===== config.mk =====
export PLATFORM = sky130hd
export DESIGN_NAME = bk_status
export DESIGN_NICKNAME = d
export VERILOG_FILES = /design/src/hw/bk_status.sv
export VERILOG_INCLUDE_DIRS = /design/src /design/src/hw
export SDC_FILE = /design/constraint.sdc
export NUM_CORES = 1
export LEC_CHECK = 0
export ABC_AREA = 1
export CORE_AREA = 2 2 39 41
export CTS_CLUSTER_DIAMETER = 60
export CTS_CLUSTER_SIZE = 10
export DETAILED_ROUTE_END_ITERATION = 16
export DIE_AREA = 0 0 41 43
export DONT_BUFFER_PORTS = 1
export PLACE_DENSITY = 0.34
export SLEW_MARGIN = 40
export SYNTH_ARGS = -nofsm -noshare
export SYNTH_HDL_FRONTEND = slang
export SYNTH_SLANG_ARGS = --single-unit

===== constraint.sdc =====
create_clock -name clk_sys -period 1.5 [get_ports clk_sys]
set_input_delay 0.3 -clock clk_sys [delete_from_list [all_inputs] [get_ports clk_sys]]
set_output_delay 0.3 -clock clk_sys [all_outputs]
set_load 0.02 [all_outputs]

===== src/hw/bk_cfg.svh =====
/*
 Backup RAM configuration macros
 Sector count, address widths and format header words
*/
`ifndef BK_CFG_SVH
`define BK_CFG_SVH

// Save image layout
`define BK_SECTORS   4      // 512-byte sectors per save
`define BK_RAM_AW    11     // Console byte address, 2 KiB
`define BK_WORD_AW   10     // Host side word address
`define BK_BUF_AW    8      // Word address inside one sector

// Format header
`define BK_FMT_WORDS 4
`define BK_FMT_W0    16'h5548   // "HU"
`define BK_FMT_W1    16'h4D42   // "BM"
`define BK_FMT_W2    16'h8800
`define BK_FMT_W3    16'h8010

`endif


===== src/hw/bk_status.sv =====
/*
 Save enable, pending flag and start request edges
*/
`timescale 1ns/1ps
`include "bk_cfg.svh"

module bk_status (
	input  logic clk_sys,
	input  logic reset,
	input  logic download,
	input  logic img_mounted,
	input  logic img_readonly,
	input  logic osd_status,
	input  logic autosave,
	input  logic bk_load,
	input  logic bk_save,
	input  logic bram_wr,
	input  logic busy,
	output logic start_load,
	output logic start_save,
	output logic bk_pending
);

	logic bk_ena;
	logic old_download;
	logic old_load;
	logic old_save;
	logic save_req;
	logic download_end;

	// Manual save, or autosave once the OSD opens with changes
	assign save_req     = bk_save | (bk_pending & osd_status & autosave);
	assign download_end = old_download & ~download;

	// One-cycle pulses, sequencer drops them when not idle
	assign start_load = bk_ena & ((bk_load & ~old_load) | download_end);
	assign start_save = bk_ena & save_req & ~old_save;

	always_ff @(posedge clk_sys) begin
		if (reset) begin
			old_download <= 1'b0;
			old_load     <= 1'b0;
			old_save     <= 1'b0;
			bk_ena       <= 1'b0;
			bk_pending   <= 1'b0;
		end else begin
			old_download <= download;
			old_load     <= bk_load;
			old_save     <= save_req;

			if (download & ~old_download)
				bk_ena <= 1'b0;  // New cartridge, old save no longer valid
			// Save image is mounted while the download is still running
			if (download & img_mounted & ~img_readonly)
				bk_ena <= 1'b1;

			if (bk_ena & ~osd_status & bram_wr)
				bk_pending <= 1'b1;
			else if (busy)
				bk_pending <= 1'b0;
		end
	end

endmodule


==> results by group <==
Min path
  • Hold WC Path Type: primary input to flip-flop
  • Hold Startpoint: reset
  • Worst Hold Depth: 1
  • WHS Endpoint: bk_ena$_SDFFE_PP0P_

Drt
  • Final routed DRC violation total: 0
  • Wire per inst: 8.96 microns
  • DR iter-0 viols: 0
  • Vias per Instance: 3.96
  • Final wirelength: 466 microns
  • DR vias: 206
  • Antenna Violating Nets Remaining: 0
  • Initial DRT Pass Iterations: 1

Synth
  • Post-Syn Area per Cell: 7.01 sq um
  • Post-synthesis register bit count: 5
  • Syn nets: 41
  • Leading area contributor after synthesis: dfxtp_1
  • Number of distinct library cells after synthesis: 7
  • Area fraction of the dominant cell type after synthesis: 47.6%
  • Sequential share of the synthesized area: 47.6%
  • Post-synth design cell area: 210 sq um
  • Gate count after technology mapping: 30
  • Synth warn: 0
  • Synth top area cells: dfxtp_1 48%, inv_1 16%, nand2_1 11%, a21oi_1 9.5%, nand3_1 7.1%

Cells and area
  • Commonest non-fill, non-tap cell in the layout: inv_1
  • Nets: between 40 and 50
  • Area grow syn2layout: 29.2%
  • Fin util: approximately a fifth
  • Fraction of layout cells with a size suffix above 1: 16.7%
  • Layout fillers: 168
  • Most frequent cells in the layout: 9 x inv_1, 6 x nand2_1, 5 x dfxtp_1
  • Diodes inserted: 0
  • Multi-input gate area: roughly 76 sq um
  • Sequential Area: 100 sq um

Floorplan
  • # IOs: 14
  • Core Rows: 14
  • Die area: 1760 sq um
  • Chip width: 41 microns
  • Die Height: 43 microns
  • Core box area: 1380 sq um
  • Starting Density: 15.2%

CTS
  • Maximum clock insertion buffer count: 2
  • Clk root buf: clkbuf_4
  • Hold_buf cts: 0
  • Sink Count: 5
  • Worst skew pair latency: 0.24 ns
  • Postcts setup bufs: 0
  • Max H-tree Level: 1
  • CTS tree: done
  • Total CTS buffers: 3
  • CTS-repair resized insts: 0
  • Worst-path clk slew: roughly 0.04 ns

Job
  • Max cap viols: 0

Critical path
  • R2R setup slack: between 0.7 and 0.8 ns
  • Kind of critical path: flip-flop to primary output
  • Critical R2R Capture: bk_pending$_SDFFE_PP0P_
  • Critical Path Fanout Max: 4
  • CP endpoint kind: primary output
  • Worst reg2reg startpoint: bk_pending$_SDFFE_PP0P_
  • Crit path DAT: 0.95 ns
  • Worst setup path start: bk_ena$_SDFFE_PP0P_
  • Startpoint Class: flip-flop
  • R2R depth: 3
  • Worst EP required: 1.20 ns

Placement
  • Dpl ws: 0.487 ns
  • Final GP Congestion: about 0.61
  • Port Buffers: 0

Pwr
  • Comb pwr share: 5.6%
  • Clock power share: 48.8%
  • Leak pwr: approximately 0.13 nW
  • Net Sw Frac: 20.7%
  • Switching power: 0.0645 mW
  • Tot Pwr: 0.312 mW
  • Peak supply drop: 287 uV
  • Pwr Density: 1150 nW/um^2
  • Reg power frac: 45.6%
  • P_int: 0.247 mW

STA
  • Slew Limit Headroom: between 80% and 90%
  • Fin crit share: 83.6%
  • Worst slew pin tran: 0.266 ns
  • Unrepaired setup endpoints after global routing: false
  • # setup viols final: 0
  • Final Critical Period: 1.25 ns
  • Fmax: around 800 MHz
  • Final WS setup: roughly 0.25 ns
  • Setup TNS: 0 ns
  • Skew final: between 0.002 and 0.0025 ns
  • Final Hold Vio Count: 0
  • Hold Worst Slack: 0.125 ns
  • Final slew viol count: 0

GRT
  • Largest net degree at the start of global routing: 6
  • Initial antenna violation count: 0
  • First-pass GRT wire length: around 680 microns
  • Vias in the first global route: approximately 180
  • Gr ovfl total: 0
  • Gr usage total: 6.53%

Outcome
  • Outcome: finished, final reports clean
## cell usage after synthesis, drive strengths merged
cell    n
dfxtp   5
nand3   3
nand2   6
a21oi   4
inv     9
a21boi  1
nor2    2
## final cells by class
cell class	count	share of cell area, %
Multi-Input combinational cell	16	28.1
Tap cell	16	7.37
Clock buffer	4	9.68
Sequential cell	5	36.9
Timing Repair Buffer	2	5.53
Inverter	9	12.4
## worst max-delay path by stage
stage,to
finish,start_save
global route,start_save
CTS,start_save
detailed placement,start_save
global placement,start_save
floorplan,start_save
## flip-flops by register name, indices dropped and copies added (netlist names)
| signal | count |
|---|---|
| bk_ena | 1 |
| bk_pending | 1 |
| old_download | 1 |
| old_load | 1 |
| old_save | 1 |
## power by group through the flow
stage / clock, mW / sequential (mW) / combinational (mW)
4_1_cts: 0.162 / 0.142 / 0.0180
3_3_place_gp: 0 / 0.144 / 0.0170
3_5_place_dp: 0 / 0.144 / 0.0176
5_1_grt: 0.171 / 0.143 / 0.0196
6_report: 0.152 / 0.142 / 0.0175
2_1_floorplan: 0 / 0.144 / 0.0139
## metal layers
layer / up-vias / wire [microns] / global-route usage [%]
met3: 2 / 62 / 6.81
met1: 89 / 203 / 5.79
met4: 0 / 8 / 6.00
met2: 12 / 191 / 7.81
met5: - / 0 / 0
li1: 103 / - / -
## worst max-delay path, cell delays in order (launching register included)
cell and delay (ns):
dfxtp_1 0.38, nand2_1 0.07, a21oi_1 0.11, buf_4 0.16
## logic make-up (layout without fill, tap and decap cells)
family,count (synthesis),after routing,synth area share [%]
DFF,5,5,47.6
and+or+nand+nor,11,11,21.4
buffers and inverters,9,15,16.1
AOI/OAI and AO/OA,5,5,14.9
## through the flow
step / cell area (sq um) / cells
2_1_floorplan: 210 / 30
3_3_place_gp: 245 / 48
3_5_place_dp: 245 / 48
4_1_cts: 272 / 52
5_1_grt: 272 / 52
6_report: 272 / 52
(Power assumes the default switching activity.)
