[config.mk]
export PLATFORM = sky130hd
export DESIGN_NAME = bk_sequencer
export DESIGN_NICKNAME = d
export VERILOG_FILES = /design/src/hw/bk_types_pkg.sv /design/src/hw/sd_pkg.sv /design/src/hw/bk_sequencer.sv
export VERILOG_INCLUDE_DIRS = /design/src /design/src/hw
export SDC_FILE = /design/constraint.sdc
export NUM_CORES = 1
export LEC_CHECK = 0
export BUFFER_PORTS_ARGS = -buffer_cell sky130_fd_sc_hd__buf_4
export CAP_MARGIN = 20
export CORE_UTILIZATION = 43
export DETAILED_ROUTE_END_ITERATION = 7
export PLACE_DENSITY = 0.86
export SLEW_MARGIN = 30
export SYNTH_ARGS = -nofsm -noshare
export SYNTH_HDL_FRONTEND = slang
export SYNTH_SLANG_ARGS = --single-unit
[constraint.sdc]
create_clock -name clk_sys -period 2.5 [get_ports clk_sys]
set_clock_uncertainty 0.15 [all_clocks]
set_input_delay 0.125 -clock clk_sys [delete_from_list [all_inputs] [get_ports clk_sys]]
set_output_delay 0.125 -clock clk_sys [all_outputs]
set_load 0.01 [all_outputs]
[src/hw/bk_cfg.svh]
/*
 Backup RAM configuration macros
 Sector count, address widths and format header words
*/
`ifndef BK_CFG_SVH
`define BK_CFG_SVH

// Save image layout
`define BK_SECTORS   4      // 512-byte sectors per save
`define BK_RAM_AW    11     // Console byte address, 2 KiB
`define BK_WORD_AW   10     // Host side word address
`define BK_BUF_AW    8      // Word address inside one sector

// Format header
`define BK_FMT_WORDS 4
`define BK_FMT_W0    16'h5548   // "HU"
`define BK_FMT_W1    16'h4D42   // "BM"
`define BK_FMT_W2    16'h8800
`define BK_FMT_W3    16'h8010

`endif

[src/hw/bk_types_pkg.sv]
/*
 Backup RAM side types and sequencer state
*/
`include "bk_cfg.svh"

package bk_types_pkg;

	// Console port
	typedef logic [`BK_RAM_AW-1:0] bk_ram_addr_t;
	typedef logic [7:0] bk_byte_t;

	// Word port, sector index in the top bits
	typedef logic [`BK_WORD_AW-1:0] bk_word_addr_t;
	typedef logic [$clog2(`BK_SECTORS)-1:0] bk_sector_t;

	// Sector walk
	typedef enum logic [1:0] {
		BK_IDLE,
		BK_REQUEST,   // rd or wr raised, waiting for ack
		BK_TRANSFER   // ack high, host moving words
	} bk_state_t;

endpackage

[src/hw/sd_pkg.sv]
/*
 Host sector-buffer port types
*/
`include "bk_cfg.svh"

package sd_pkg;

	typedef logic [31:0] sd_lba_t;                 // Sector number
	typedef logic [`BK_BUF_AW-1:0] sd_buf_addr_t;  // Word inside the buffer
	typedef logic [15:0] sd_word_t;                // Low byte first

endpackage

[src/hw/bk_sequencer.sv]
/*
 Sector walk FSM for load and save
 Drives the host request lines and the sector number
*/
`timescale 1ns/1ps
`include "bk_cfg.svh"

module bk_sequencer (
	input  logic                     clk_sys,
	input  logic                     reset,
	input  logic                     start_load,
	input  logic                     start_save,
	input  logic                     sd_ack,
	output sd_pkg::sd_lba_t          sd_lba,
	output bk_types_pkg::bk_sector_t sector,
	output logic                     sd_rd,
	output logic                     sd_wr,
	output logic                     busy,
	output logic                     bk_loading
);

	import bk_types_pkg::*;
	import sd_pkg::*;

	bk_state_t state;
	logic old_ack;
	logic ack_rise;
	logic ack_fall;
	logic last_sector;

	assign ack_rise    = sd_ack & ~old_ack;
	assign ack_fall    = ~sd_ack & old_ack;
	assign last_sector = (sector == bk_sector_t'(`BK_SECTORS - 1));

	assign busy   = (state != BK_IDLE);
	assign sd_lba = sd_lba_t'(sector);  // Save image starts at sector 0

	//////////////////////////////////////////////////
	// Request / transfer FSM
	//////////////////////////////////////////////////

	always_ff @(posedge clk_sys) begin
		if (reset) begin
			state      <= BK_IDLE;
			old_ack    <= 1'b0;
			sector     <= '0;
			sd_rd      <= 1'b0;
			sd_wr      <= 1'b0;
			bk_loading <= 1'b0;
		end else begin
			old_ack <= sd_ack;

			case (state)
				BK_IDLE: begin
					// Load wins if both edges land together
					if (start_load | start_save) begin
						state      <= BK_REQUEST;
						bk_loading <= start_load;
						sector     <= '0;
						sd_rd      <= start_load;
						sd_wr      <= ~start_load;
					end
				end

				BK_REQUEST: begin
					if (ack_rise) begin
						sd_rd <= 1'b0;  // Host has taken the request
						sd_wr <= 1'b0;
						state <= BK_TRANSFER;
					end
				end

				BK_TRANSFER: begin
					// Host may hold ack as long as it likes
					if (ack_fall) begin
						if (last_sector) begin
							state      <= BK_IDLE;
							bk_loading <= 1'b0;
							sector     <= '0;
						end else begin
							state  <= BK_REQUEST;
							sector <= sector + 1'b1;
							sd_rd  <= bk_loading;
							sd_wr  <= ~bk_loading;
						end
					end
				end

				default: state <= BK_IDLE;
			endcase
		end
	end

endmodule

==> impl_metrics.yaml <==
clocking:
  clockBufferDepth: 2
  postCtsSetupBuffers: 0
  cts-root-buf: "clkbuf_4"
  path_clk_slew_ns: 0.06
  cts_tree: "yes"
  numCtsBuffers: 3
  cts_sinks: 8
  htree_num_levels: 1
  postCtsResizedCells: 0
  clkLatencyLatePin_ns: 0.27
hold_path:
  holdPathStages: 3
  hold_start: "start_load"
  hp-class: "primary input to flip-flop"
timing:
  min_period_ns: 1.92
  post-route-period-util_pct: 76.9
  hold_viol: 0
  finalSetupViolCount: 0
  max_freq_ghz: 0.520
  report.final.slew_viol_count: 0
  fin_tns_setup_ns: 0
  rsz0062_at_grt: "no"
power_and_ir_drop:
  ir_drop_v: 0.000374
  p_switching_uw: 319
  power_frac_comb_pct: 57.4
  sw_frac_of_total_pct: 44.0
  p_int_uw: 407
  cellPowerDensity_mw_per_mm2: 943
  seqPwrFrac_pct: 28.1
  power.leakage_uw: 0.000403
  power.share.clock_pct: 14.6
global_routing:
  grt_pass1_vias: 438
  antenna_found_initial: 0
  grt_pass1_wl_mm: 1.93
  grt_max_degree: 10
  grt.total_usage_pct: 14.3
  grt_remaining_overflow: 0
route:
  drc: 0
  totalWireLength_mm: 1.26
  drt_first_iter_violations: 25
  dr.pass1.iters: 5
  wire_per_inst_um: 10.9
  ant_nets: 0
  via_count: 547
  via_per_inst: 4.76
placement:
  portBuffers: 12
  hpwl_um: 985
  place.gp.congestion: 0.800
critical_path:
  worstPathArrival_ns: 1.96
  cp_slowest_cell: "dfxtp_1"
  worst-r2r-cell-count: 6
  required_ns: 2.54
  cpPeakStageDelay_ns: 0.40
  critPathMaxFanout: 5
  start_kind: "flip-flop"
  path_class: "flip-flop to flip-flop"
  r2r_start: "state[0]"
  critPathCaptureType: "flip-flop"
  cp-startpoint: "state[0]"
  cp_cell_sequence: "inv_1, ha_1, nor3b_2, a21o_2, or3_1, a21oi_1"
synth:
  synth_compound_area_share_pct: 17.1
  syn_avg_cell_area_um2: 8.76
  ys_warn_count: 0
  synthAdderAreaFrac_pct: 11.6
  synthMuxAreaShare_pct: 2.66
  synth_area_um2: 753
  yosysUniqueCellTypes: 25
  synth_top_family_by_area: "buffers and inverters"
  synthesis.instances: 86
  synth_xor_area_share_pct: 0
  yosys.area_share.simple_pct: 12.0
  ys_seq_area_share_pct: 21.3
  ys_ff_latch: 8
finish:
  drive_gt1_share_pct: 20.2
  diodes: 0
  final_core_util_pct: 48.9
  final_nets: 113
  area_delta_synth_final_pct: 2.33
flow_run:
  drv_cap: 0
floorplanning:
  core_mm2: 0.00158
  initial_core_util_pct: 47.8
  die_w_um: 43.9
  placementRows: 14
  die_area_mm2: 0.00192
  die-height_um: 43.9
  num_io_pins: 43
status:
  outcome: "complete, no violations"
==> power groups by stage <==
stage | logic (µW) | clock network [µW] | registers [µW]
CTS | 416 | 107 | 205
global placement | 391 | 0 | 203
detailed placement | 410 | 0 | 208
finish | 417 | 106 | 204
floorplan | 323 | 0 | 211
global route | 460 | 114 | 211
==> path summary, 6_finish.rpt <==
check | to | slack, ns
max | sector[0] | 0.58
min | bk_loading | 0.11
max reg2reg | sector[0] | 0.58
min reg2reg | sector[1] | 0.37
==> cell usage in the layout, fill, tap and decap left out, drive strengths merged, types with 2 or more instances in the layout <==
cell type / netlist / layout
a21oi: 7 / 7
a311oi: 2 / 2
a31oi: 2 / 2
buf: 32 / 12
clkbuf: 1 / 3
conb: 1 / 30
dfxtp: 8 / 8
dlygate4sd3: 0 / 2
ha: 7 / 7
inv: 5 / 5
mux2i: 2 / 2
nand2b: 3 / 3
nor2: 4 / 4
nor2b: 2 / 2
o21ai: 2 / 2
==> per-layer routing <==
layer  track usage, %  up-vias  wire length [µm]
met5                0        -                 0
met2             25.1       36               648
met3             6.25        6                76
met4             5.45        0                37
met1             15.2      248               494
li1                 -      257                 -
==> synthesized netlist by cell type <==
master	n	area, µm²
a311oi_1	2	17.5
a21oi_1	7	35.0
conb_1	1	3.75
nor2_1	4	15.0
nor2b_1	1	6.26
a31oi_1	2	12.5
nand3_1	1	5.00
o21ai_1	1	5.00
ha_1	7	87.6
nand2b_1	2	12.5
o221a_1	1	11.3
mux2i_1	2	20.0
a21o_2	1	8.76
nor3b_2	1	12.5
inv_1	5	18.8
or4b_1	1	10.0
a221oi_4	1	26.3
clkbuf_1	1	3.75
or3_1	1	6.26
dfxtp_1	8	160
nand2b_4	1	13.8
o31ai_1	1	7.51
o21ai_0	1	5.00
nor2b_2	1	8.76
buf_4	32	240
==> area by class of cell <==
type / count / area (µm²)
clock buffer: 3 / 22.5
inverter: 5 / 18.8
tap: 16 / 20.0
sequential: 8 / 160
fill: 170 / 806
multi-input combinational: 69 / 439
timing repair buffer: 14 / 110
==> worst max-delay path, delay by kind of cell, from the launching register on <==
family | cells | cell delay [ns]
and+or+nand+nor | 2 | 0.54
DFF | 1 | 0.40
AOI/OAI and AO/OA | 2 | 0.38
adders and majority gates | 1 | 0.25
buffers and inverters | 1 | 0.11
==> kinds of logic after synthesis <==
family / after synthesis
multiplexers: 2
AO/OA/AOI/OAI: 17
AND/OR/NAND/NOR: 13
buffers and inverters: 38
other: 1
adder cells (fa/ha/maj): 7
flip-flops: 8
==> state kept, by name, indices dropped and copies added, names as in the netlist <==
signal	cells
bk_loading	1
old_ack	1
sd_rd	1
sd_wr	1
sector	2
state	2
==> through the flow <==
stage          power [µW]  instance area [µm²]  hold slack, ns  std cells  setup slack, ns
2_1_floorplan         534                  862           0.104        115            0.759
3_3_place_gp          594                  728           0.207        110            0.685
3_5_place_dp          618                  728           0.215        110            0.589
4_1_cts               728                  771           0.113        115            0.557
5_1_grt               785                  771           0.133        115            0.466
6_report              727                  771           0.108        115            0.577
==> repair_timing <==
| action | 4_1_cts | 5_1_grt |
|---|---|---|
| endpoints found under the hold margin | 7 | 0 |
| hold buffers | 2 | 0 |
| endpoints found under the setup margin | 0 | 0 |
Power figures use the tool's default switching activity.
